--- config.mk ---
export PLATFORM = sky130hd
export DESIGN_NAME = fma16_top
export DESIGN_NICKNAME = d
export VERILOG_FILES = /design/src/hdl/fma16_pkg.sv /design/src/hdl/fma16_round.sv /design/src/hdl/fma16_mult_align.sv /design/src/hdl/fma16_result.sv /design/src/hdl/fma16_axil_regs.sv /design/src/hdl/fma16_top.sv
export VERILOG_INCLUDE_DIRS = /design/src /design/src/hdl
export SDC_FILE = /design/constraint.sdc
export NUM_CORES = 1
export LEC_CHECK = 0
export ABC_AREA = 1
export BUFFER_PORTS_ARGS = -buffer_cell sky130_fd_sc_hd__buf_2
export CAP_MARGIN = 10
export CORE_ASPECT_RATIO = 2
export CORE_MARGIN = 3
export CORE_UTILIZATION = 50
export CTS_CLUSTER_DIAMETER = 40
export DETAILED_ROUTE_END_ITERATION = 8
export PLACE_DENSITY = 0.66
export SYNTH_ARGS = -nofsm -noshare
export SYNTH_HDL_FRONTEND = slang
export SYNTH_HIERARCHICAL = 1
export SYNTH_SLANG_ARGS = --single-unit
--- constraint.sdc ---
create_clock -name clk -period 10.6 [get_ports clk]
set_input_delay 1.59 -clock clk [delete_from_list [all_inputs] [get_ports clk]]
set_output_delay 1.59 -clock clk [all_outputs]
set_load 0.05 [all_outputs]
--- src/hdl/fma16_macros.svh ---
// fma16 constants
// datapath widths, AXI4-Lite register map and register bit positions
`ifndef FMA16_MACROS_SVH
`define FMA16_MACROS_SVH

`define FMA_SUM_W       36      // aligned sum vector, product + carry + guard
`define FMA_GUARD_BITS  8       // guard bits below the product lsb

`define AXIL_ADDR_W     4
`define AXIL_DATA_W     32

`define REG_XY          4'h0    // x low half, y high half
`define REG_Z           4'h4    // z and rounding mode
`define REG_CTRL        4'h8    // write-only start
`define REG_STATUS      4'hC    // result, done, inexact

`define CTRL_START_BIT  0
`define Z_RM_LSB        16      // rounding mode in bits 17:16
`define STAT_DONE_BIT   16
`define STAT_NX_BIT     17

`endif

--- src/hdl/fma16_pkg.sv ---
// fma16 shared types
// half-precision word, pipeline stage records and AXI4-Lite channel bundles
`include "fma16_macros.svh"

package fma16_pkg;

    typedef struct packed {
        logic       sign;
        logic [4:0] exp;
        logic [9:0] frac;
    } fp16_t;

    typedef enum logic [1:0] {
        RND_NEAR_EVEN = 2'd0,
        RND_ZERO      = 2'd1,
        RND_DOWN      = 2'd2,
        RND_UP        = 2'd3
    } round_mode_e;

    typedef struct packed {
        fp16_t       x;
        fp16_t       y;
        fp16_t       z;
        round_mode_e rm;
    } fma_req_t;

    // stage 1 -> stage 2
    typedef struct packed {
        logic [`FMA_SUM_W-1:0] sm;      // magnitude of x*y+z, bit 28 weighs 2^(re-15)
        logic                  ms;      // result sign, zero sign already resolved
        logic signed [6:0]     re;      // reference exponent
        logic                  sticky;  // bits lost in alignment
        logic                  zero;    // exact zero
        round_mode_e           rm;
    } sum_stage_t;

    typedef struct packed {
        logic        sign;
        logic [4:0]  exp;
        logic [10:0] man;   // hidden bit included, 0 for subnormals
        logic        g;
        logic        r;
        logic        s;
        round_mode_e rm;
    } norm_stage_t;

    typedef struct packed {
        fp16_t result;
        logic  nx;
    } fma_rsp_t;

    typedef enum logic [1:0] {
        RESP_OKAY   = 2'b00,
        RESP_SLVERR = 2'b10
    } resp_e;

    typedef struct packed {
        logic [`AXIL_ADDR_W-1:0]   awaddr;
        logic                      awvalid;
        logic [`AXIL_DATA_W-1:0]   wdata;
        logic [`AXIL_DATA_W/8-1:0] wstrb;
        logic                      wvalid;
        logic                      bready;
        logic [`AXIL_ADDR_W-1:0]   araddr;
        logic                      arvalid;
        logic                      rready;
    } axil_req_t;

    typedef struct packed {
        logic                    awready;
        logic                    wready;
        resp_e                   bresp;
        logic                    bvalid;
        logic                    arready;
        logic [`AXIL_DATA_W-1:0] rdata;
        resp_e                   rresp;
        logic                    rvalid;
    } axil_rsp_t;

endpackage

--- src/hdl/fma16_round.sv ---
// fma16 rounding
// applies the rounding mode to the normalized mantissa, carries into
// the exponent on overflow and flags an inexact result
`timescale 1ns/1ns

module fma16_round (
    input  fma16_pkg::norm_stage_t norm,
    output fma16_pkg::fp16_t       result,
    output logic                   nx
);
    import fma16_pkg::*;

    logic        inc;
    logic [11:0] man_r;     // one spare bit for the carry

    always_comb
    begin
        nx = norm.g | norm.r | norm.s;

        case (norm.rm)
            RND_NEAR_EVEN: inc = norm.g & (norm.r | norm.s | norm.man[0]);  // ties to even
            RND_ZERO:      inc = 1'b0;
            RND_DOWN:      inc = norm.sign & nx;
            RND_UP:        inc = ~norm.sign & nx;
            default:       inc = 1'b0;
        endcase

        man_r = {1'b0, norm.man} + 12'(inc);

        result.sign = norm.sign;
        // 2047+1 bumps the exponent, a subnormal reaching 1024 becomes exponent 1
        result.exp  = norm.exp + 5'(man_r[11])
                    + 5'((norm.exp == 5'd0) & man_r[10]);
        result.frac = man_r[11] ? man_r[10:1] : man_r[9:0];
    end

endmodule

--- src/hdl/fma16_mult_align.sv ---
// fma16 stage 1
// exact 22-bit product, alignment of z against it, signed add
// and registering of the magnitude, sign and reference exponent
`timescale 1ns/1ns
`include "fma16_macros.svh"

module fma16_mult_align (
    input  logic                  clk,
    input  logic                  arst_n,
    input  logic                  start,
    input  fma16_pkg::fma_req_t   req,
    output logic                  sum_valid,
    output fma16_pkg::sum_stage_t sum
);
    import fma16_pkg::*;

    logic [10:0]             mx, my, mz;           // mantissas with hidden bit
    logic signed [6:0]       ex, ey, ez, pe, d;
    logic [21:0]             pm;                   // exact product
    logic                    ps, eff_sub, prod_big, neg;
    logic                    sign_big, sign_small;
    logic [6:0]              mag7;
    logic [5:0]              sh;
    logic [`FMA_SUM_W-1:0]   pv, zv, big, little, al;
    logic [2*`FMA_SUM_W-1:0] shifted;
    logic [`FMA_SUM_W:0]     diff;
    sum_stage_t              s_d;

    always_comb
    begin
        // exponent 0 reads as 1 without the hidden one
        mx = {|req.x.exp, req.x.frac};
        my = {|req.y.exp, req.y.frac};
        mz = {|req.z.exp, req.z.frac};
        ex = (req.x.exp == 5'd0) ? 7'sd1 : 7'(req.x.exp);
        ey = (req.y.exp == 5'd0) ? 7'sd1 : 7'(req.y.exp);
        ez = (req.z.exp == 5'd0) ? 7'sd1 : 7'(req.z.exp);

        pm = mx * my;
        pe = ex + ey - 7'sd15;           // bias counted once
        ps = req.x.sign ^ req.y.sign;

        // 1.0 sits at bit 28 for both operands
        pv = `FMA_SUM_W'(pm) << `FMA_GUARD_BITS;
        zv = `FMA_SUM_W'(mz) << (`FMA_GUARD_BITS + 10);

        d        = pe - ez;
        prod_big = ~d[6];
        mag7     = prod_big ? d : -d;
        sh       = (mag7 > 7'(`FMA_SUM_W)) ? 6'(`FMA_SUM_W) : mag7[5:0];  // all bits into sticky

        big        = prod_big ? pv : zv;
        little     = prod_big ? zv : pv;
        sign_big   = prod_big ? ps : req.z.sign;
        sign_small = prod_big ? req.z.sign : ps;

        //////////////////////////////
        // alignment
        //////////////////////////////
        shifted      = {little, {`FMA_SUM_W{1'b0}}} >> sh;
        s_d.sticky   = |shifted[`FMA_SUM_W-1:0];
        al           = shifted[2*`FMA_SUM_W-1:`FMA_SUM_W];
        al[0]        = al[0] | s_d.sticky;     // jam keeps the subtract honest

        eff_sub = ps ^ req.z.sign;
        diff    = {1'b0, big} - {1'b0, al};
        neg     = diff[`FMA_SUM_W];

        if (eff_sub)
        begin
            s_d.sm = neg ? -diff[`FMA_SUM_W-1:0] : diff[`FMA_SUM_W-1:0];
            if (s_d.sm == '0)
                s_d.ms = (req.rm == RND_DOWN);  // exact cancellation gives -0 only when rounding down
            else
                s_d.ms = neg ? sign_small : sign_big;
        end
        else
        begin
            s_d.sm = big + al;
            s_d.ms = ps;                          // same signs so zeros keep theirs
        end

        s_d.re   = prod_big ? pe : ez;
        s_d.zero = (s_d.sm == '0) & ~s_d.sticky;
        s_d.rm   = req.rm;
    end

    always_ff @(posedge clk or negedge arst_n)
    begin
        if (!arst_n)
            sum_valid <= 1'b0;
        else
            sum_valid <= start;
    end

    always_ff @(posedge clk)
    begin
        if (start)
            sum <= s_d;
    end

endmodule

--- src/hdl/fma16_result.sv ---
// fma16 stage 2
// normalizes the aligned sum, clamps into the subnormal range,
// rounds through fma16_round and registers the result word
`timescale 1ns/1ns
`include "fma16_macros.svh"

module fma16_result (
    input  logic                  clk,
    input  logic                  arst_n,
    input  logic                  sum_valid,
    input  fma16_pkg::sum_stage_t sum,
    output logic                  rsp_valid,
    output fma16_pkg::fma_rsp_t   rsp
);
    import fma16_pkg::*;

    logic [5:0]            lzc, sh;
    logic signed [6:0]     lmax, e_nrm;
    logic [`FMA_SUM_W-1:0] nrm;
    norm_stage_t           norm;
    fp16_t                 rnd;
    logic                  nx;

    //////////////////////////////
    // normalization
    //////////////////////////////
    always_comb
    begin
        lzc = 6'(`FMA_SUM_W);
        for (int i = 0; i < `FMA_SUM_W; i++)
        begin
            if (sum.sm[i])
                lzc = 6'(`FMA_SUM_W - 1 - i);  // highest set bit wins
        end
        // a carry into bit 29 just means a smaller count, no right shift needed
        lmax  = sum.re + 7'sd6;           // shift that lands on exponent 1
        sh    = ({1'b0, lzc} > lmax) ? lmax[5:0] : lzc;
        nrm   = sum.sm << sh;
        e_nrm = sum.re + 7'sd7 - 7'(sh);

        norm.sign = sum.ms;
        norm.exp  = nrm[`FMA_SUM_W-1] ? e_nrm[4:0] : 5'd0;  // no leading one -> subnormal
        norm.man  = nrm[`FMA_SUM_W-1 -: 11];
        norm.g    = nrm[`FMA_SUM_W-12];
        norm.r    = nrm[`FMA_SUM_W-13];
        norm.s    = |nrm[`FMA_SUM_W-14:0] | sum.sticky;
        norm.rm   = sum.rm;
    end

    fma16_round u_round (
        .norm   (norm),
        .result (rnd),
        .nx     (nx)
    );

    always_ff @(posedge clk or negedge arst_n)
    begin
        if (!arst_n)
            rsp_valid <= 1'b0;
        else
            rsp_valid <= sum_valid;
    end

    always_ff @(posedge clk)
    begin
        if (sum_valid)
        begin
            if (sum.zero)
            begin
                rsp.result <= '{sign: sum.ms, exp: 5'd0, frac: 10'd0};  // sign set in stage 1
                rsp.nx     <= 1'b0;
            end
            else
            begin
                rsp.result <= rnd;
                rsp.nx     <= nx;
            end
        end
    end

endmodule

--- src/hdl/fma16_axil_regs.sv ---
// fma16 AXI4-Lite register block
// holds x, y, z and the rounding mode, pulses start on a CTRL write
// and captures the pipeline result into STATUS
`timescale 1ns/1ns
`include "fma16_macros.svh"

module fma16_axil_regs (
    input  logic                 clk,
    input  logic                 arst_n,
    input  fma16_pkg::axil_req_t axil_req,
    output fma16_pkg::axil_rsp_t axil_rsp,
    output logic                 start,
    output fma16_pkg::fma_req_t  req,
    input  logic                 rsp_valid,
    input  fma16_pkg::fma_rsp_t  rsp
);
    import fma16_pkg::*;

    logic                      aw_held, aw_held_d, aw_hs;
    logic                      w_held, w_held_d, w_hs;
    logic [`AXIL_ADDR_W-1:0]   aw_addr_q, wr_addr;
    logic [`AXIL_DATA_W-1:0]   w_data_q, wr_data;
    logic [`AXIL_DATA_W/8-1:0] w_strb_q, wr_strb;
    logic                      wr_fire, wr_ok;
    logic                      awready_q, wready_q, bvalid_q, bvalid_d;
    resp_e                     bresp_q;
    logic                      arready_q, rvalid_q, rvalid_d, ar_hs;
    logic [`AXIL_DATA_W-1:0]   rdata_q, rd_word;
    resp_e                     rresp_q, rd_resp;
    fp16_t                     x_q, y_q, z_q, result_q;
    round_mode_e               rm_q;
    logic                      done_q, nx_q;
    logic [`AXIL_DATA_W-1:0]   xy_merged, z_old, z_merged;

    // byte-lane write merge
    function automatic logic [`AXIL_DATA_W-1:0] merge_bytes(
        input logic [`AXIL_DATA_W-1:0]   old,
        input logic [`AXIL_DATA_W-1:0]   data,
        input logic [`AXIL_DATA_W/8-1:0] strb
    );
        logic [`AXIL_DATA_W-1:0] res;
        res = old;
        for (int i = 0; i < `AXIL_DATA_W/8; i++)
        begin
            if (strb[i])
                res[8*i +: 8] = data[8*i +: 8];
        end
        return res;
    endfunction

    //////////////////////////////
    // write channel
    //////////////////////////////
    assign aw_hs   = axil_req.awvalid & awready_q;
    assign w_hs    = axil_req.wvalid & wready_q;
    assign wr_fire = (aw_held | aw_hs) & (w_held | w_hs);  // second of the two acceptances
    assign wr_addr = aw_held ? aw_addr_q : axil_req.awaddr;
    assign wr_data = w_held ? w_data_q : axil_req.wdata;
    assign wr_strb = w_held ? w_strb_q : axil_req.wstrb;

    assign aw_held_d = ~wr_fire & (aw_held | aw_hs);
    assign w_held_d  = ~wr_fire & (w_held | w_hs);
    assign bvalid_d  = wr_fire | (bvalid_q & ~axil_req.bready);

    assign wr_ok = (wr_addr == `REG_XY) | (wr_addr == `REG_Z) | (wr_addr == `REG_CTRL);
    assign start = wr_fire & (wr_addr == `REG_CTRL) & wr_data[`CTRL_START_BIT];

    assign z_old     = {{(`AXIL_DATA_W-`Z_RM_LSB-2){1'b0}}, rm_q, z_q};
    assign xy_merged = merge_bytes({y_q, x_q}, wr_data, wr_strb);
    assign z_merged  = merge_bytes(z_old, wr_data, wr_strb);

    //////////////////////////////
    // read channel
    //////////////////////////////
    assign ar_hs    = axil_req.arvalid & arready_q;
    assign rvalid_d = ar_hs | (rvalid_q & ~axil_req.rready);

    always_comb
    begin
        rd_word = '0;
        rd_resp = RESP_OKAY;
        case (axil_req.araddr)
            `REG_XY:     rd_word = {y_q, x_q};
            `REG_Z:      rd_word = z_old;
            `REG_CTRL:   rd_word = '0;                  // start is self-clearing
            `REG_STATUS:
            begin
                rd_word[15:0]            = result_q;
                rd_word[`STAT_DONE_BIT]  = done_q;
                rd_word[`STAT_NX_BIT]    = nx_q;
            end
            default:     rd_resp = RESP_SLVERR;         // hole in the map
        endcase
    end

    // control state, handshakes and the program-visible registers
    always_ff @(posedge clk or negedge arst_n)
    begin
        if (!arst_n)
        begin
            aw_held   <= 1'b0;
            w_held    <= 1'b0;
            awready_q <= 1'b0;
            wready_q  <= 1'b0;
            bvalid_q  <= 1'b0;
            bresp_q   <= RESP_OKAY;
            arready_q <= 1'b0;
            rvalid_q  <= 1'b0;
            rresp_q   <= RESP_OKAY;
            rdata_q   <= '0;
            x_q       <= '0;
            y_q       <= '0;
            z_q       <= '0;
            rm_q      <= RND_NEAR_EVEN;
            done_q    <= 1'b0;
            nx_q      <= 1'b0;
            result_q  <= '0;
        end
        else
        begin
            aw_held   <= aw_held_d;
            w_held    <= w_held_d;
            awready_q <= ~aw_held_d & ~bvalid_d;   // stalls while a response waits
            wready_q  <= ~w_held_d & ~bvalid_d;
            bvalid_q  <= bvalid_d;
            arready_q <= ~rvalid_d;
            rvalid_q  <= rvalid_d;
            if (wr_fire)
                bresp_q <= wr_ok ? RESP_OKAY : RESP_SLVERR;
            if (ar_hs)
            begin
                rdata_q <= rd_word;
                rresp_q <= rd_resp;
            end
            if (wr_fire && wr_addr == `REG_XY)
                {y_q, x_q} <= xy_merged;
            if (wr_fire && wr_addr == `REG_Z)
            begin
                z_q  <= z_merged[15:0];
                rm_q <= round_mode_e'(z_merged[`Z_RM_LSB +: 2]);
            end
            if (start)
                done_q <= 1'b0;                    // new op hides the old result
            else if (rsp_valid)
            begin
                done_q   <= 1'b1;
                result_q <= rsp.result;
                nx_q     <= rsp.nx;
            end
        end
    end

    // address/data held until the other half of the write shows up
    always_ff @(posedge clk)
    begin
        if (aw_hs)
            aw_addr_q <= axil_req.awaddr;
        if (w_hs)
        begin
            w_data_q <= axil_req.wdata;
            w_strb_q <= axil_req.wstrb;
        end
    end

    assign req = '{x: x_q, y: y_q, z: z_q, rm: rm_q};

    assign axil_rsp = '{awready: awready_q, wready: wready_q, bresp: bresp_q,
                        bvalid: bvalid_q, arready: arready_q, rdata: rdata_q,
                        rresp: rresp_q, rvalid: rvalid_q};

endmodule

--- src/hdl/fma16_top.sv ---
// fma16 top level
// AXI4-Lite register block feeding the two-stage fused multiply-add pipeline
`timescale 1ns/1ns

module fma16_top (
    input  logic                 clk,
    input  logic                 arst_n,
    input  fma16_pkg::axil_req_t axil_req,
    output fma16_pkg::axil_rsp_t axil_rsp
);
    import fma16_pkg::*;

    logic       start;
    fma_req_t   req;
    logic       sum_valid;
    sum_stage_t sum;       // stage 1 register
    logic       rsp_valid;
    fma_rsp_t   rsp;       // stage 2 register

    fma16_axil_regs u_regs (
        .clk       (clk),
        .arst_n    (arst_n),
        .axil_req  (axil_req),
        .axil_rsp  (axil_rsp),
        .start     (start),
        .req       (req),
        .rsp_valid (rsp_valid),
        .rsp       (rsp)
    );

    fma16_mult_align u_mult_align (
        .clk       (clk),
        .arst_n    (arst_n),
        .start     (start),
        .req       (req),
        .sum_valid (sum_valid),
        .sum       (sum)
    );

    fma16_result u_result (
        .clk       (clk),
        .arst_n    (arst_n),
        .sum_valid (sum_valid),
        .sum       (sum),
        .rsp_valid (rsp_valid),
        .rsp       (rsp)
    );

endmodule

# Word level (Yosys, flattened, before mapping)
# Index checks and enable logic that the tools add are counted.
[classes] add_sub_neg=13 n_mul=1 magnitude_cmp=2 eq_ne=9 n_shift=2 muxes=63 bitwise_logic=41 reduce_logical=26
[ops] cell="two-way mux 6 bit" count=37
[ops] cell="logical NOT 36 bit" count=2
[ops] cell=">> shifter 72 x 6 -> 72 bit" count=1
[ops] cell="two-way mux 30 bit" count=2
[ops] cell="case mux 18 bit (3 select lines)" count=1
[ops] cell="two-way mux 37 bit" count=1
[ops] cell="subtractor 36 x 36 -> 37 bit" count=1
[ops] cell="adder 36 bit" count=1
[ops] cell="two-way mux 36 bit" count=1
[ops] cell="negator 36 bit" count=1
[ops] cell="OR reduction 36 bit" count=1
[ops] cell="<< shifter 36 x 6 -> 36 bit" count=1
[ops] cell="two-way mux 32 bit" count=1
[ops] cell="OR reduction 23 bit" count=1
[ops] cell="multiplier 11 x 11 -> 22 bit" count=1
[ops] cell="logical NOT 5 bit" count=4
[ops] cell="two-way mux 5 bit" count=4
[ops] cell="AND 1 bit" count=17
[ops] cell="AND reduction 2 bit" count=8
[ops] cell="OR reduction 5 bit" count=3
[ops] cell="two-way mux 14 bit" count=1
[ops] cell="two-way mux 7 bit" count=2
[ops] cell="adder 11 x 1 -> 12 bit" count=1
[ops] cell="equality test 4 bit, second input constant" count=3
[ops] cell="27 further kinds" count=61
[word_totals] reg_bits=218 out_inout_bits=41 wordCells=200

# Logic depth before layout (Yosys ltp)
[logic_depth] depth_word=48 mapped_depth=76 ltp_nobuf=75

# Cells and area by module
# Netlist, hierarchy kept.
[modules_own_cells] mod="fma16_mult_align" n_inst=1 cells_per_inst=2510 area_per_inst_um2=14587.7 seq_area_each_um2=1466.4
[modules_own_cells] mod="fma16_axil_regs" n_inst=1 cells_per_inst=740 area_per_inst_um2=6578.8 seq_area_each_um2=3928.8
[modules_own_cells] mod="fma16_result" n_inst=1 cells_per_inst=696 area_per_inst_um2=3776.1 seq_area_each_um2=535.5
[modules_own_cells] mod="fma16_round" n_inst=1 cells_per_inst=86 area_per_inst_um2=474.2 seq_area_each_um2=0.0

# Worst setup path after synthesis
# No wires, ideal clock.
[synth_timing] path_type="reg2reg" startpoint="reg u_regs.y_q (netlist bit u_regs/req[29])" endpoint="reg, netlist name u_mult_align/sum[2]" arrival_time_ns=8.705 t_required_ns=10.349 path_slack_ns=1.644 stages_incl_launch_ff=62 cell_sequence="dfrtp_1 -> nor3_1 -> nand3_1 -> clkbuf_1 -> nand2_1 -> inv_1 -> fa_1 -> inv_1 -> fa_1 -> fa_1 -> fa_1 -> inv_1 -> fa_1 -> ha_1 -> a21oi_1 -> o21ai_0 -> a21oi_1 -> nand3_1 -> (+26 left out) -> a21oi_1 -> o21bai_1 -> nand2_1 -> nand2_1 -> a21oi_1 -> nor2_1 -> nor2_1 -> nor2_1 -> nor2_1 -> o31ai_1 -> a21oi_1 -> o21ai_0 -> xor2_1 -> mux2i_1 -> inv_2 -> nor2_1 -> nand3_1 -> nor2_1"
[synth_lines] element="from (decl)" line="fma16_axil_regs.sv:30" rtl="fp16_t x_q, y_q, z_q, result_q;"
[synth_lines] element="from (signal assigned)" line="fma16_axil_regs.sv:136" rtl="{y_q, x_q} <= xy_merged;"

==> impl_metrics.py <==
metrics = {
    "clock_tree": {
        "cts.sinks": 216,
        "cts_tree": "built",
        "clock_latency_ns": 0.59,
        "clk_pin_slew_worst_paths_ns": 0.07,
        "cts_buffers": 24,
        "hold_buffers": 0,
        "post_cts_buffers": 0,
        "htreeDepth": 1,
        "cts_buffer_depth": 3,
        "clock-root-buffer": "clkbuf_16",
    },
    "logic_synthesis": {
        "synthDistinctLibCells": 59,
        "ys_seq_elements": 216,
        "syn_avg_cell_area_um2": 6.30,
        "yosys_warnings": 6,
        "synth.most_common_cell": "nand2_1",
        "syn_inst": 4032,
        "ys_seq_area_share_pct": 23.3,
        "dominantRegCellSynth": "dfrtp_1",
        "synthArstFlopShare_pct": 51.4,
        "synth_area_leader_cell": "nand2_1",
        "mappedNetlistArea_um2": 25400,
        "ys_top_cells_by_area": "nand2_1, edfxtp_1, dfrtp_1",
        "yosysTopAreaCellShare_pct": 21.4,
        "synth_enable_flop_cells": 105,
        "synthTopCellsByCount": "nand2_1, inv_1, nand3_1, nor2_1, ha_1",
    },
    "grt": {
        "antenna_found_initial": 4,
        "gr-total-overflow": 0,
        "grt_pass1_vias": 26200,
        "grt_pass1_wl_mm": 145,
        "grt_start_max_net_pins": 61,
        "grt_usage_pct": 35.2,
    },
    "timing": {
        "final-setup-viol-count": 0,
        "timing.fmax_mhz": 99.0,
        "worst_pin_slew_ns": 1.27,
        "period_share_pct": 95.3,
        "drv_slew": 0,
        "relSlewSlack_pct": 15.5,
        "final_hold_viol_count": 0,
        "skew_ns": 0.0181,
        "min_period_ns": 10.10,
    },
    "detailed_routing": {
        "wire_per_inst_um": 20.1,
        "num_vias": 26500,
        "drc": 0,
        "final_antenna_net_count": 0,
        "viasPerCell": 5.62,
        "drtIter0Drc": 1771,
        "wl_mm": 94.7,
        "first_pass_iters": 9,
    },
    "floorplan": {
        "io_pins": 92,
        "rows": 116,
        "initial_core_util_pct": 50.6,
        "fp.dieArea_um2": 53700,
        "die_y_um": 325,
        "coreArea_um2": 50200,
        "die_x_um": 165,
    },
    "setup_path": {
        "crit_type": "register to register",
        "rrSetupSlack_ns": 0.50,
        "start_kind": "register",
        "slowest_stage": "fa_1",
        "cp.required_ns": 11.04,
        "worstReg2RegStart": "u_regs/req[31]",
        "crit_path_start": "u_regs/req[31]",
        "cp_data_arrival_time_ns": 10.54,
        "worst_r2r_endpoint": "u_mult_align/sum[2]",
        "cp-end-kind": "register",
        "max_stage_delay_ns": 0.55,
        "cp_max_fo": 8,
        "cpMostUsedCell": "nand2_1",
        "reg2regPathDepth": 57,
        "crit_end": "u_mult_align/sum[2]",
    },
    "worst_hold_path": {
        "hold_path.class": "register to register",
        "min_path_cells": 1,
    },
    "placement": {
        "port_buffers": 89,
        "dp_hpwl_mm": 76.1,
        "gp_congestion": 1.04,
    },
    "layout": {
        "layout-drive-gt1-share_pct": 9.10,
        "area_growth_pct": 8.09,
        "final_util_pct": 54.7,
        "num-nets-final": 4313,
        "fillers": 5408,
    },
    "run": {
        "cap_viol_max_count": 0,
    },
    "status": {
        "outcome": "finished clean",
    },
}
## final cells by class
cell class	count	area, um2	share of cell area (%)
antenna	3	7.51	0.0273
sequential	216	5930	21.6
tap	649	812	2.96
clock inverter	16	246	0.897
inverter	563	2120	7.70
clock buffer	28	646	2.35
timing repair buffer	168	1070	3.88
multi-input combinational	3066	16600	60.6
## routing by layer
| metal | up-vias | share of wire (%) | GRT usage (%) |
|---|---|---|---|
| met5 | - | 0 | 0 |
| met4 | 0 | 12 | 33.8 |
| met3 | 459 | 5.1 | 6.17 |
| met2 | 927 | 52 | 62.9 |
| met1 | 12200 | 31 | 32.0 |
| li1 | 12900 | - | - |
## placed cells by master (no fill, tap or decap), drive strengths merged, types with 5 or more instances in the layout
| cell type | instances |
|---|---|
| nand2 | 1475 |
| nand3 | 521 |
| inv | 563 |
| o21bai | 5 |
| nor2 | 289 |
| fa | 85 |
| nor3 | 24 |
| or2 | 10 |
| clkbuf | 28 |
| nand4 | 120 |
| ha | 138 |
| a21boi | 8 |
| o31ai | 9 |
| o211ai | 8 |
| clkinv | 10 |
| xor2 | 41 |
| a21oi | 121 |
| buf | 168 |
| a311oi | 6 |
| edfxtp | 105 |
| o21a | 5 |
| and2 | 5 |
| a31oi | 18 |
| nand3b | 14 |
| xnor2 | 13 |
| o21ai | 127 |
| dfrtp | 111 |
## timing repair
| item | in CTS | in global routing |
|---|---|---|
| resized for setup | 0 | 54 |
| endpoints found under the setup margin | 0 | 7 |
| endpoints found under the hold margin | 0 | 0 |
## cell families after synthesis
| kind of cell | synth area share (%) |
|---|---|
| AOI/OAI and AO/OA | 6.99 |
| xor gates and xnor gates | 1.86 |
| adders and majority gates | 13.5 |
| buffers and inverters | 12.1 |
| DFF | 23.3 |
| muxes | 0.123 |
| other | 0.0295 |
| and+or+nand+nor | 42.1 |
## metrics by stage
step,TNS (ns),hold WS (ns),std cells,setup WS [ns],area [um2]
CTS,0,0.465,4706,0.244,27300
detailed placement,0,0.456,4662,0.266,26400
global route,-0.0631,0.490,4709,-0.0364,27500
floorplan,0,0.439,4034,1.64,25400
global placement,0,0.449,4662,0.329,26400
finish,0,0.469,4709,0.495,27500
## flip-flops by register name, summed over array words and instances, names as in the netlist, 2 cells and up
| register | count |
|---|---|
| u_regs/req | 48 |
| u_regs/result_q | 16 |
| u_regs/rdata_q | 32 |
| u_regs/aw_addr_q | 4 |
| u_mult_align/sum | 48 |
| u_result/rsp | 17 |
| u_regs/rm_q | 2 |
| u_regs/w_data_q | 32 |
| u_regs/w_strb_q | 4 |
## worst min path at each step
stage                    start          endpoint  slack (ns)
2_1_floorplan  u_regs/rvalid_q  u_regs/arready_q        0.44
5_1_grt        u_regs/rvalid_q  u_regs/arready_q        0.49
3_3_place_gp   u_regs/rvalid_q  u_regs/arready_q        0.45
3_5_place_dp   u_regs/rvalid_q  u_regs/arready_q        0.46
6_report       u_regs/rvalid_q  u_regs/arready_q        0.47
4_1_cts        u_regs/rvalid_q  u_regs/arready_q        0.47
## critical path, delay by kind of cell, from the launching register on
family / cells / cell delay, ns
and+or+nand+nor: 36 / 4.66
DFF: 1 / 0.44
buffers and inverters: 8 / 0.85
adders and majority gates: 7 / 2.76
AOI/OAI and AO/OA: 6 / 1.26
Power is not shown: default switching activity piles up to over one toggle a cycle in this logic, so the estimate is an artifact.
